===== config.mk =====
export PLATFORM = sky130hd
export DESIGN_NAME = csi_byte_tx_top
export DESIGN_NICKNAME = d
export VERILOG_FILES = /design/src/csi_pkg.sv /design/src/csi_crc16.sv /design/src/csi_config_regs.sv /design/src/raw10_byte_packer.sv /design/src/csi_packet_framer.sv /design/src/csi_byte_tx_top.sv
export SDC_FILE = /design/constraint.sdc
export NUM_CORES = 1
export LEC_CHECK = 0
export ABC_AREA = 1
export CAP_MARGIN = 5
export CORE_UTILIZATION = 69
export DETAILED_ROUTE_END_ITERATION = 7
export DONT_BUFFER_PORTS = 1
export HOLD_SLACK_MARGIN = 0.03
export PLACE_DENSITY_LB_ADDON = 0.1
export SETUP_SLACK_MARGIN = 0.1
export SYNTH_ARGS = -nofsm -noshare
export SYNTH_HDL_FRONTEND = slang
export SYNTH_HIERARCHICAL = 1
export SYNTH_SLANG_ARGS = --single-unit

===== constraint.sdc =====
create_clock -name clock_camera_byte -period 7.31 [get_ports clock_camera_byte]
set_input_delay 1.462 -clock clock_camera_byte [delete_from_list [all_inputs] [get_ports clock_camera_byte]]
set_output_delay 1.462 -clock clock_camera_byte [all_outputs]
set_load 0.05 [all_outputs]

===== src/csi_pkg.sv =====
package csi_pkg;

    localparam int WB_DATA_W = 32;

    // CSI-2 data type codes
    localparam logic [5:0] DT_FRAME_START = 6'h00;
    localparam logic [5:0] DT_FRAME_END   = 6'h01;
    localparam logic [5:0] DT_RAW10       = 6'h2B;

    localparam logic [1:0] REG_CONTROL     = 2'd0;
    localparam logic [1:0] REG_LINE_PIXELS = 2'd1;
    localparam logic [1:0] REG_FRAME_COUNT = 2'd2;

    localparam int RAW10_GROUP_PIXELS = 4;
    localparam int RAW10_GROUP_BYTES  = 5;

    localparam logic [15:0] CRC_POLY = 16'h8408; // ccitt, reflected
    localparam logic [15:0] CRC_SEED = 16'hFFFF;

    // header bits covered by each ecc parity bit
    localparam logic [23:0] ECC_MASK [0:5] = '{
        24'hF12CB7, 24'hF2555B, 24'h749A6D, 24'hB8E38E, 24'hDF03F0, 24'hEFFC00
    };

    localparam logic [1:0] ST_IDLE    = 2'd0;
    localparam logic [1:0] ST_HEADER  = 2'd1;
    localparam logic [1:0] ST_PAYLOAD = 2'd2;
    localparam logic [1:0] ST_FOOTER  = 2'd3;

    // data identifier in the low byte, goes out first
    typedef union packed {
        struct packed {
            logic [15:0] frame_number;
            logic [7:0]  data_id;
        } short_pkt;
        struct packed {
            logic [15:0] word_count;
            logic [7:0]  data_id;
        } long_pkt;
    } packet_header_u;

endpackage


===== src/csi_crc16.sv =====
`timescale 1ns/10ps
module csi_crc16 (
    input  logic        clock_camera_byte,
    input  logic        reset_camera_byte_n,
    input  logic        clear_i,
    input  logic        enable_i,
    input  logic [7:0]  data_i,
    output logic [15:0] crc_o
);
    import csi_pkg::*;

    logic [15:0] crc_next;

    // one byte, lsb first
    always_comb begin
        crc_next = crc_o;
        for (int i = 0; i < 8; i++) begin
            if (crc_next[0] ^ data_i[i]) begin
                crc_next = (crc_next >> 1) ^ CRC_POLY;
            end else begin
                crc_next = crc_next >> 1;
            end
        end
    end

    always_ff @(posedge clock_camera_byte or negedge reset_camera_byte_n) begin
        if (!reset_camera_byte_n) begin
            crc_o <= CRC_SEED;
        end else if (clear_i) begin
            crc_o <= CRC_SEED; // start of each long packet
        end else if (enable_i) begin
            crc_o <= crc_next;
        end
    end

endmodule


===== src/csi_config_regs.sv =====
`timescale 1ns/10ps
module csi_config_regs (
    input  logic                          clock_camera_byte,
    input  logic                          reset_camera_byte_n,
    input  logic                          wb_cyc_i,
    input  logic                          wb_stb_i,
    input  logic                          wb_we_i,
    input  logic [1:0]                    wb_adr_i,
    input  logic [csi_pkg::WB_DATA_W-1:0] wb_dat_i,
    output logic [csi_pkg::WB_DATA_W-1:0] wb_dat_o,
    output logic                          wb_ack_o,
    input  logic                          frame_done_i,
    output logic                          enable_o,
    output logic [1:0]                    virtual_channel_o,
    output logic [15:0]                   line_pixels_o
);
    import csi_pkg::*;

    logic                 wb_req;
    logic                 wb_write;
    logic [WB_DATA_W-1:0] frame_count;

    assign wb_req   = wb_cyc_i & wb_stb_i & ~wb_ack_o; // new request only
    assign wb_write = wb_req & wb_we_i;

    always_ff @(posedge clock_camera_byte or negedge reset_camera_byte_n) begin
        if (!reset_camera_byte_n) begin
            wb_ack_o <= 1'b0;
        end else begin
            wb_ack_o <= wb_req;
        end
    end

    always_ff @(posedge clock_camera_byte or negedge reset_camera_byte_n) begin
        if (!reset_camera_byte_n) begin
            enable_o          <= 1'b0;
            virtual_channel_o <= 2'd0;
            line_pixels_o     <= 16'd0;
        end else if (wb_write) begin
            case (wb_adr_i)
                REG_CONTROL: begin
                    enable_o          <= wb_dat_i[0];
                    virtual_channel_o <= wb_dat_i[2:1];
                end
                REG_LINE_PIXELS: line_pixels_o <= wb_dat_i[15:0];
                default: ; // frame count is read only
            endcase
        end
    end

    always_ff @(posedge clock_camera_byte or negedge reset_camera_byte_n) begin
        if (!reset_camera_byte_n) begin
            frame_count <= '0;
        end else if (wb_write && wb_adr_i == REG_CONTROL) begin
            frame_count <= '0;
        end else if (frame_done_i) begin
            frame_count <= frame_count + 1'b1;
        end
    end

    // read data lands with ack
    always_ff @(posedge clock_camera_byte) begin
        if (wb_req && !wb_we_i) begin
            wb_dat_o <= '0;
            case (wb_adr_i)
                REG_CONTROL:     wb_dat_o[2:0]  <= {virtual_channel_o, enable_o};
                REG_LINE_PIXELS: wb_dat_o[15:0] <= line_pixels_o;
                REG_FRAME_COUNT: wb_dat_o       <= frame_count;
                default: ;
            endcase
        end
    end

endmodule


===== src/raw10_byte_packer.sv =====
`timescale 1ns/10ps
module raw10_byte_packer (
    input  logic       clock_camera_byte,
    input  logic       reset_camera_byte_n,
    input  logic       enable_i,
    input  logic       line_valid_i,
    input  logic [9:0] pixel_data_i,
    output logic       pixel_ready_o,
    output logic [7:0] byte_data_o,
    output logic       byte_valid_o,
    input  logic       byte_ready_i
);
    import csi_pkg::*;

    logic [RAW10_GROUP_PIXELS-1:0][9:0] pix_q;
    logic [2:0]                         pix_cnt;
    logic [RAW10_GROUP_BYTES-1:0][7:0]  out_q;
    logic [2:0]                         byte_idx;
    logic                               coll_full;
    logic                               pix_take;
    logic                               byte_take;
    logic                               last_byte;
    logic                               group_move;

    assign coll_full  = (pix_cnt == RAW10_GROUP_PIXELS);
    assign last_byte  = (byte_idx == RAW10_GROUP_BYTES - 1);
    assign byte_take  = byte_valid_o & byte_ready_i;
    // output stage free now or after its last byte
    assign group_move = coll_full & (~byte_valid_o | (byte_take & last_byte));

    assign pixel_ready_o = enable_i & ~(coll_full & byte_valid_o); // stall when both full
    assign pix_take      = line_valid_i & pixel_ready_o;
    assign byte_data_o   = out_q[byte_idx];

    always_ff @(posedge clock_camera_byte or negedge reset_camera_byte_n) begin
        if (!reset_camera_byte_n) begin
            pix_cnt <= 3'd0;
        end else if (group_move) begin
            pix_cnt <= {2'b00, pix_take}; // new pixel may start the next group
        end else if (pix_take) begin
            pix_cnt <= pix_cnt + 3'd1;
        end
    end

    // slot index wraps to zero while the group is full
    always_ff @(posedge clock_camera_byte) begin
        if (pix_take) begin
            pix_q[pix_cnt[1:0]] <= pixel_data_i;
        end
    end

    always_ff @(posedge clock_camera_byte or negedge reset_camera_byte_n) begin
        if (!reset_camera_byte_n) begin
            byte_valid_o <= 1'b0;
            byte_idx     <= 3'd0;
        end else if (group_move) begin
            byte_valid_o <= 1'b1;
            byte_idx     <= 3'd0;
        end else if (byte_take) begin
            if (last_byte) begin
                byte_valid_o <= 1'b0;
            end else begin
                byte_idx <= byte_idx + 3'd1;
            end
        end
    end

    // msbs first, then the packed lsbs of all four
    always_ff @(posedge clock_camera_byte) begin
        if (group_move) begin
            for (int i = 0; i < RAW10_GROUP_PIXELS; i++) begin
                out_q[i]                               <= pix_q[i][9:2];
                out_q[RAW10_GROUP_BYTES-1][2*i +: 2]   <= pix_q[i][1:0];
            end
        end
    end

endmodule


===== src/csi_packet_framer.sv =====
`timescale 1ns/10ps
module csi_packet_framer (
    input  logic        clock_camera_byte,
    input  logic        reset_camera_byte_n,
    input  logic        enable_i,
    input  logic [1:0]  virtual_channel_i,
    input  logic [15:0] line_pixels_i,
    input  logic        frame_valid_i,
    input  logic [7:0]  payload_data_i,
    input  logic        payload_valid_i,
    output logic        payload_ready_o,
    output logic [7:0]  byte_data_o,
    output logic        byte_valid_o,
    output logic        byte_last_o,
    input  logic        byte_ready_i,
    output logic        frame_done_o
);
    import csi_pkg::*;

    logic [1:0]     state;
    logic [1:0]     byte_idx;
    logic           fv_q;
    logic           fs_pend;
    logic           fe_pend;
    logic [15:0]    frame_num;
    logic [15:0]    pay_left;
    logic [15:0]    line_wc;
    packet_header_u hdr_q;
    logic [7:0]     ecc_byte;
    logic [31:0]    hdr_bytes;
    logic [15:0]    crc;
    logic           is_long;
    logic           out_take;
    logic           pay_take;
    logic           launch_fs;
    logic           launch_lp;
    logic           launch_fe;

    assign line_wc = 16'(line_pixels_i / RAW10_GROUP_PIXELS * RAW10_GROUP_BYTES);

    always_comb begin
        ecc_byte = 8'd0; // top two bits stay zero
        for (int i = 0; i < 6; i++) begin
            ecc_byte[i] = ^(hdr_q & ECC_MASK[i]);
        end
    end

    assign hdr_bytes = {ecc_byte, hdr_q};
    assign is_long   = (hdr_q.long_pkt.data_id[5:0] == DT_RAW10);

    // frame start first, then any line, frame end last
    assign launch_fs = (state == ST_IDLE) & fs_pend;
    assign launch_lp = (state == ST_IDLE) & ~fs_pend & payload_valid_i;
    assign launch_fe = (state == ST_IDLE) & ~fs_pend & ~payload_valid_i & fe_pend;

    always_comb begin
        byte_data_o  = payload_data_i;
        byte_valid_o = 1'b0;
        byte_last_o  = 1'b0;
        case (state)
            ST_HEADER: begin
                byte_data_o  = hdr_bytes[8*byte_idx +: 8];
                byte_valid_o = 1'b1;
                byte_last_o  = ~is_long & (byte_idx == 2'd3);
            end
            ST_PAYLOAD: byte_valid_o = payload_valid_i;
            ST_FOOTER: begin
                byte_data_o  = byte_idx[0] ? crc[15:8] : crc[7:0]; // low byte first
                byte_valid_o = 1'b1;
                byte_last_o  = byte_idx[0];
            end
            default: ;
        endcase
    end

    assign payload_ready_o = (state == ST_PAYLOAD) & byte_ready_i;
    assign out_take        = byte_valid_o & byte_ready_i;
    assign pay_take        = (state == ST_PAYLOAD) & out_take;
    assign frame_done_o    = out_take & byte_last_o & (state == ST_HEADER)
                           & (hdr_q.short_pkt.data_id[5:0] == DT_FRAME_END);

    always_ff @(posedge clock_camera_byte or negedge reset_camera_byte_n) begin
        if (!reset_camera_byte_n) begin
            fv_q      <= 1'b0;
            fs_pend   <= 1'b0;
            fe_pend   <= 1'b0;
            frame_num <= 16'd0;
        end else begin
            fv_q <= frame_valid_i;
            if (!enable_i) begin
                fs_pend   <= 1'b0; // edges ignored while off
                fe_pend   <= 1'b0;
                frame_num <= 16'd0;
            end else begin
                if (launch_fs) begin
                    fs_pend   <= 1'b0;
                    frame_num <= frame_num + 16'd1;
                end
                if (launch_fe) fe_pend <= 1'b0;
                if (frame_valid_i && !fv_q) fs_pend <= 1'b1;
                if (!frame_valid_i && fv_q) fe_pend <= 1'b1;
            end
        end
    end

    always_ff @(posedge clock_camera_byte or negedge reset_camera_byte_n) begin
        if (!reset_camera_byte_n) begin
            state    <= ST_IDLE;
            byte_idx <= 2'd0;
            pay_left <= 16'd0;
        end else begin
            case (state)
                ST_IDLE: begin
                    byte_idx <= 2'd0;
                    pay_left <= line_wc;
                    if (launch_fs || launch_lp || launch_fe) state <= ST_HEADER;
                end
                ST_HEADER: if (out_take) begin
                    byte_idx <= byte_idx + 2'd1; // wraps to zero after ecc
                    if (byte_idx == 2'd3) state <= is_long ? ST_PAYLOAD : ST_IDLE;
                end
                ST_PAYLOAD: if (pay_take) begin
                    pay_left <= pay_left - 16'd1;
                    if (pay_left == 16'd1) state <= ST_FOOTER;
                end
                default: if (out_take) begin
                    byte_idx <= byte_idx + 2'd1;
                    if (byte_idx[0]) state <= ST_IDLE;
                end
            endcase
        end
    end

    always_ff @(posedge clock_camera_byte) begin
        if (launch_fs) begin
            hdr_q.short_pkt.data_id      <= {virtual_channel_i, DT_FRAME_START};
            hdr_q.short_pkt.frame_number <= frame_num + 16'd1;
        end else if (launch_fe) begin
            hdr_q.short_pkt.data_id      <= {virtual_channel_i, DT_FRAME_END};
            hdr_q.short_pkt.frame_number <= frame_num; // same as its frame start
        end else if (launch_lp) begin
            hdr_q.long_pkt.data_id    <= {virtual_channel_i, DT_RAW10};
            hdr_q.long_pkt.word_count <= line_wc;
        end
    end

    csi_crc16 crc16 (
        .clock_camera_byte   (clock_camera_byte),
        .reset_camera_byte_n (reset_camera_byte_n),
        .clear_i             (launch_lp),
        .enable_i            (pay_take),
        .data_i              (payload_data_i),
        .crc_o               (crc)
    );

endmodule


===== src/csi_byte_tx_top.sv =====
`timescale 1ns/10ps
module csi_byte_tx_top (
    input  logic                          clock_camera_byte,
    input  logic                          reset_camera_byte_n,
    input  logic                          frame_valid_i,
    input  logic                          line_valid_i,
    input  logic [9:0]                    pixel_data_i,
    output logic                          pixel_ready_o,
    output logic [7:0]                    byte_data_o,
    output logic                          byte_valid_o,
    output logic                          byte_last_o,
    input  logic                          byte_ready_i,
    input  logic                          wb_cyc_i,
    input  logic                          wb_stb_i,
    input  logic                          wb_we_i,
    input  logic [1:0]                    wb_adr_i,
    input  logic [csi_pkg::WB_DATA_W-1:0] wb_dat_i,
    output logic [csi_pkg::WB_DATA_W-1:0] wb_dat_o,
    output logic                          wb_ack_o
);

    logic        enable;
    logic [1:0]  virtual_channel;
    logic [15:0] line_pixels;
    logic        frame_done;
    logic [7:0]  payload_data;
    logic        payload_valid;
    logic        payload_ready;

    csi_config_regs regs (
        .clock_camera_byte   (clock_camera_byte),
        .reset_camera_byte_n (reset_camera_byte_n),
        .wb_cyc_i            (wb_cyc_i),
        .wb_stb_i            (wb_stb_i),
        .wb_we_i             (wb_we_i),
        .wb_adr_i            (wb_adr_i),
        .wb_dat_i            (wb_dat_i),
        .wb_dat_o            (wb_dat_o),
        .wb_ack_o            (wb_ack_o),
        .frame_done_i        (frame_done),
        .enable_o            (enable),
        .virtual_channel_o   (virtual_channel),
        .line_pixels_o       (line_pixels)
    );

    raw10_byte_packer packer (
        .clock_camera_byte   (clock_camera_byte),
        .reset_camera_byte_n (reset_camera_byte_n),
        .enable_i            (enable),
        .line_valid_i        (line_valid_i),
        .pixel_data_i        (pixel_data_i),
        .pixel_ready_o       (pixel_ready_o),
        .byte_data_o         (payload_data),
        .byte_valid_o        (payload_valid),
        .byte_ready_i        (payload_ready)
    );

    csi_packet_framer framer (
        .clock_camera_byte   (clock_camera_byte),
        .reset_camera_byte_n (reset_camera_byte_n),
        .enable_i            (enable),
        .virtual_channel_i   (virtual_channel),
        .line_pixels_i       (line_pixels),
        .frame_valid_i       (frame_valid_i),
        .payload_data_i      (payload_data),
        .payload_valid_i     (payload_valid),
        .payload_ready_o     (payload_ready),
        .byte_data_o         (byte_data_o),
        .byte_valid_o        (byte_valid_o),
        .byte_last_o         (byte_last_o),
        .byte_ready_i        (byte_ready_i),
        .frame_done_o        (frame_done)
    );

endmodule


-- Word-level counts from Yosys, hierarchy flattened
Index checks and enable logic that the tools add are counted.
- latch bits: 0
- memories: 0
- output and inout bits: 44
- register bits after elaboration: 246
- bits in writable memories: 0
- memory bits (read-only): 0
- logic and storage cells: 198
- magnitude comparators: 3
- bitwise logic cells: 44
- div/mod/pow operators: 0
- shift-type cells: 1
- add/subtract/negate cells: 6
- eq/ne operators: 20
- reductions and logical operators: 38
- multiply operators: 1
- multiplexer cells: 55
- operators by type and width (kind ; count):
    $mux W16 ; 13
    $reduce_xor A24 Y1 ; 6
    $mux W24 ; 3
    $mux W32 ; 2
    $bwmux W40 ; 1
    $add A32 B1 Y32 const B ; 1
    $pmux W16 S2 ; 1
    $shiftx A32 B6 Y8 ; 1
    $pmux W13 S2 ; 1
    $bmux W8 S3 ; 1
    $not A2 Y3 ; 8
    $and A1 B1 Y1 ; 21
    $demux W10 S2 ; 1
    $mux W2 ; 9
    $add A16 B1 Y16 const B ; 1
    $eq A16 B1 Y1 const B ; 1
    $mul A14 B3 Y16 const B ; 1
    $mux W8 ; 2
    $pmux W8 S2 ; 1
    $reduce_bool A2 Y1 ; 8
    $sub A16 B1 Y16 const B ; 1
    $mux W3 ; 5
    $reduce_and A2 Y1 ; 6
    $mux W10 ; 1
    29 further kinds ; 72

-- Logic depth before layout (Yosys ltp)
- depth in word-level cells: 20
- gate-level depth with buffers: 16
- depth with buffers taken out: 16

-- By module
The synthesis kept the hierarchy.
- modules (own cells, without submodules) (module ; seq. area each (µm²) ; area an instance (µm²) ; times used ; cells an instance):
    csi_packet_framer ; 1556.5 ; 5387.7 ; 1 ; 795
    csi_config_regs ; 2262.2 ; 4041.4 ; 1 ; 459
    raw10_byte_packer ; 2577.5 ; 3280.6 ; 1 ; 224
    csi_crc16 ; 420.4 ; 1019.7 ; 1 ; 133

-- Worst setup path after synthesis
Ideal clock, no wire load.
- path type: input-to-reg
- from: in wb_cyc_i
- to: reg regs/wb_dat_o[0] in the netlist's numbering (enable)
- buffers on the path: 0
- path slack: 3083 ps
- data required time: 6849 ps
- arrival: 3766 ps
- cell stages on the path: 2
- path through: nand2_1 -> nor3_1
- longest elaborated chain between the ends: 3
- RTL lines (item ; line ; RTL):
    start, declared ; csi_byte_tx_top.sv:13 ; input logic wb_cyc_i,
    $and A1 B1 Y1 (2 in a row) ; csi_config_regs.sv:23 ; assign wb_req = wb_cyc_i & wb_stb_i & ~wb_ack_o;
    $logic_and A1 B1 Y1 ; csi_config_regs.sv:63 ; if (wb_req && !wb_we_i) begin
    end signal, assigned ; csi_config_regs.sv:68 ; REG_FRAME_COUNT: wb_dat_o <= frame_count;
    end, declared ; csi_config_regs.sv:10 ; output logic [csi_pkg::WB_DATA_W-1:0] wb_dat_o,
Every way passes these cells.
A chain may end at the register's enable or synchronous reset.

-- Worst setup path in the final report
- from: reg framer.byte_idx[0]
- to: out byte_data_o[6]
- longest elaborated chain between the ends: 2
- elaborated cells between the ends (all ways): 3
- RTL lines (item ; line ; RTL):
    start, declared ; csi_packet_framer.sv:21 ; logic [1:0] byte_idx;
    start signal, assigned ; csi_packet_framer.sv:119 ; byte_idx <= byte_idx + 2'd1;
    start signal, assigned ; csi_packet_framer.sv:127 ; byte_idx <= byte_idx + 2'd1;
    $shiftx A32 B6 Y8 or $mux W8 (tied branches) ; csi_packet_framer.sv:62, csi_packet_framer.sv:68 ;
    $pmux W8 S2 * ; csi_packet_framer.sv:60 ; case (state)
    end, declared ; csi_byte_tx_top.sv:9 ; output logic [7:0] byte_data_o,
Every way passes the cells marked *; elsewhere a longest branch is shown, timed or not.

==> impl.org <==
** Outcome
- The flow ran to the end, and the final reports show no timing, DRC or antenna violations.

** Route
- For this run, the detailed router's first-pass iteration total came to 6.
- After detailed routing, the average wire length per cell comes to 16.8 um.
- After detailed routing, the number of vias per cell comes to 5.83.
- The final layout contains routed wiring with a total length of 31700 um.
- The detailed router finished its first iteration with 817 violations.
- Detailed-route DRC error count :: 0
- The detailed router placed 11000 vias in this run.
- Number of routed nets with antenna violations :: 0

** Global routing
- Global router's overall resource usage :: 31.6%
- Pin count of the biggest net entering global routing :: 115
- The number of global-route vias before repair came to 10300.
- The first global-routing pass estimated 50600 um of wire.
- For this run the aggregate overflow at the end of global routing stands at 0.
- Initial antenna violation count :: 0

** Critical path
- Peak fanout along the critical path :: 27
- The critical path is of the flop to output pin type.
- Worst R2R Setup Slack :: 3050 ps
- Worst path cell trace :: clkinv_1 > a21oi_1 > o21ai_0 > o21ai_0 > nand2_1 > o211ai_1
- The number of buffers and inverters on the critical path is 1.
- The worst register-to-register path begins at framer/byte_idx[0]$_DFFE_PN0P_.
- In this design, the stage delay of the slowest critical-path cell is 830 ps.
- CP arrival :: 3320 ps
- Broken down by cell family, the worst path's largest delay share belongs to compound AO/OA/AOI/OAI gates.
- The cell that appears most often on the critical path is sky130_fd_sc_hd__o21ai_0.
- Measured in cells, the most critical reg-to-reg path has a length of 11.
- STA classifies the critical path startpoint as a flop.
- Timing startpoint of the critical path :: framer/byte_idx[0]$_DFFE_PN0P_
- CP max-delay cell :: sky130_fd_sc_hd__dfrtp_1
- End of the worst register-to-register path :: regs/frame_count[27]$_DFFE_PN0P_
- The worst setup path is captured at an output pin.
- Worst endpoint required time :: 5850 ps

** Yosys
- Number of standard cells after synthesis :: 1611
- Netlist area before placement :: 13700 um2
- Counting every net in the synthesized netlist gives 1710.
- The synthesized design spends more area on one cell type than any other, namely sky130_fd_sc_hd__edfxtp_1.
- Distinct cells, synth :: 58
- Top cells by area in the synthesized netlist :: sky130_fd_sc_hd__edfxtp_1 (28%), sky130_fd_sc_hd__dfrtp_1 (18%), sky130_fd_sc_hd__nand2_1 (13%)
- Fraction of the yosys area taken by sequential cells :: 49.6%
- Number of storage elements in the synthesis netlist :: 246
- Summed over its instances, the top area cell type makes up 28.4% of the synthesized netlist area.
- In this run the mean area of a mapped cell was 8.52 um2.
- Count of yosys warnings during synthesis :: 6

** STA
- The worst pin sits at a relative slew slack of 23.8%.
- Final number of setup-violating endpoints :: 0
- Max Transition Viols Final :: 0
- Across the routed clock network, the largest skew measured is 25.7 ps.
- In the final timing run, aggregate negative setup slack is 0 ps.
- Post-route clock period utilization :: 65.4%
- In the post-route analysis, the smallest setup slack over all paths is 2530 ps.
- Subtracting the final worst setup slack from the clock period gives 4780 ps.
- Setup repair after global routing left no endpoint under its margin.
- Max frequency :: 209 MHz
- At the pin with the least slew margin, the transition time is 1140 ps.
- Across all hold checks on the routed design, the worst slack comes to 417 ps.
- Hold violation total from the final report :: 0

** Min path
- Along the worst hold path, the cell count comes to 0.
- HP Class :: flop to flop
- Hold Startpoint :: packer/pix_q[17]$_DFFE_PP_
- Endpoint, Worst Hold :: packer/out_q[13]$_DFFE_PP_

** Placed design
- Detailed placer's ending HPWL :: 22300 um
- Final estimated routing congestion in global placement :: 0.953
- The placed instances occupy a cell area of 13800 um2.
- Setup slack at placement :: 3130 ps
- Buffers placed on the I/O ports in this run total 0.

** Die
- Count of boundary I/O pins :: 96
- In this run the standard cell core region covers 19500 um2.
- Starting density of the core :: 70.5%
- From left edge to right edge, the die measures 143 um.
- The floorplan has 51 rows.
- Die Footprint :: 20500 um2
- DIE HEIGHT :: 143 um

** Power
- Flop pwr share :: 35.5%
- Of the total power, the share spent switching nets is 43.3%.
- Largest vdd supply drop :: 0.260 mV
- Per report_power, the combinational group accounts for 41.5% of the total.
- Power density cells :: 390 nW/um2
- Clock group share of total power :: 22.9%
- Lkg Pwr :: 0.00640 uW
- Power Internal :: 3250 uW
- Summed over all nets, the switching power comes to 2480 uW.

** Cells and area
- Diode insertion count for antenna repair :: 0
- Post-route cell area :: 14700 um2
- The post-route netlist has 8.09% of its cells at a drive strength greater than 1.
- Fraction of the core area covered by cells at the end of the flow :: 75.5%
- Net count, final :: 1698
- Area added between synthesis and finish :: 7.03%

** Clock tree
- Worst skew pair latency :: 550 ps
- The number of clock buffers added by TritonCTS is 26.
- Root buf cell :: sky130_fd_sc_hd__clkbuf_16
- Number of clock sinks :: 246
- Maximum root-to-sink buffer count :: 3
- Total setup buffers inserted after CTS :: 0
- In this run, post-CTS hold repair placed 0 buffers.
- CTS tree :: yes
- Clock edge transition at the registers on the reported setup and hold paths :: 60 ps
- CTS resizes :: 0
- H-tree lvl count :: 1

** Job
- The tool flagged a number of max-cap violations equal to 0.
[logic make-up (layout without fill, tap and decap cells)]
family,Yosys count,count (layout),share of synthesized area [%]
mux,13,13,1.07
xor+xnor,53,53,3.49
buf+inv,218,226,6.67
simple gates,803,803,25.5
flops,246,246,49.6
fa+ha+maj,47,47,4.34
compound gates,231,231,9.32
[metrics by stage]
step	power [uW]	instances
floorplan	3890	1611
global placement	4290	1836
detailed placement	4380	1836
CTS	5710	1884
global route	6090	1884
finish	5730	1884
[area by class of cell]
| type | instances | area, um2 |
|---|---|---|
| Clock buffer | 33 | 687 |
| Clock inverter | 15 | 171 |
| Fill cell | 1397 | 4770 |
| Inverter | 176 | 663 |
| Multi-Input combinational cell | 1147 | 6010 |
| Sequential cell | 246 | 6820 |
| Tap cell | 265 | 332 |
| Timing Repair Buffer | 2 | 15.0 |
[power groups by stage]
stage          Combinational (uW)  Clock [uW]  Sequential, uW
6_report                     2380        1310            2040
4_1_cts                      2360        1330            2030
3_3_place_gp                 2250           0            2040
2_1_floorplan                1970           0            1910
5_1_grt                      2650        1380            2060
3_5_place_dp                 2330           0            2050
[Yosys cell counts (all sizes together)]
cell type	n
clkinv	2
o32ai	1
xor2	27
inv	174
nor2	151
nand3b	9
o21ai	89
o211ai	15
fa	1
buf	28
a31o	1
nand4	16
a31oi	9
o21bai	4
nor4	3
mux2	13
or2	3
a21o	1
dfstp	16
o22ai	1
clkbuf	14
a22oi	1
dfxtp	2
and2	1
o221ai	6
nand2	474
xnor2	26
dfrtp	98
a211oi	1
nand3	124
nor3b	2
nor3	20
a21oi	102
ha	46
edfxtp	130
[per-layer routing]
layer,GRT usage (%),share of wire [%],up-vias,wire length [um]
met3,4.63,6.2,79,1980
met5,0,0,-,0
met4,10.9,3.2,0,1020
met2,54.1,49,397,15500
li1,-,-,5308,-
met1,41.1,42,5207,13200
[sequential cells by signal, indices dropped and copies added (netlist names), 2 cells and up]
register and flops:
packer/out_q 40, packer/pix_q 40, regs/frame_count 32, regs/wb_dat_o 32, framer/hdr_q 20, framer/crc16/crc_o 16, framer/frame_num 16, framer/pay_left 16
regs/line_pixels_o 16, packer/byte_idx 3, packer/pix_cnt 3, framer/byte_idx 2, framer/state 2, regs/virtual_channel_o 2
[how the worst max path moves through the flow]
| stage | to | cells past startpoint |
|---|---|---|
| floorplan | regs/wb_dat_o[0]$_SDFFCE_PN0P_ | 2 |
| global placement | regs/frame_count[29]$_DFFE_PN0P_ | 12 |
| detailed placement | regs/frame_count[26]$_DFFE_PN0P_ | 11 |
| CTS | byte_data_o[6] | 6 |
| global route | byte_data_o[6] | 6 |
| finish | byte_data_o[6] | 6 |
[cell usage in the layout, fill, tap and decap left out, types with 7 or more instances in the layout]
master,count
sky130_fd_sc_hd__nand2_1,458
sky130_fd_sc_hd__inv_1,163
sky130_fd_sc_hd__nor2_1,137
sky130_fd_sc_hd__edfxtp_1,130
sky130_fd_sc_hd__nand3_1,118
sky130_fd_sc_hd__a21oi_1,100
sky130_fd_sc_hd__dfrtp_1,98
sky130_fd_sc_hd__o21ai_0,72
sky130_fd_sc_hd__ha_1,46
sky130_fd_sc_hd__xor2_1,27
sky130_fd_sc_hd__clkbuf_16,26
sky130_fd_sc_hd__xnor2_1,24
sky130_fd_sc_hd__nor3_1,17
sky130_fd_sc_hd__nand4_1,16
sky130_fd_sc_hd__dfstp_2,16
sky130_fd_sc_hd__nand2_2,15
sky130_fd_sc_hd__o211ai_1,15
sky130_fd_sc_hd__o21ai_1,14
sky130_fd_sc_hd__mux2_2,13
sky130_fd_sc_hd__inv_2,10
sky130_fd_sc_hd__nand3b_1,9
sky130_fd_sc_hd__a31oi_1,9
sky130_fd_sc_hd__clkinv_1,7
sky130_fd_sc_hd__nor2_4,7
sky130_fd_sc_hd__nor2_2,7
Note: power is estimated with default switching activity, not from simulation.
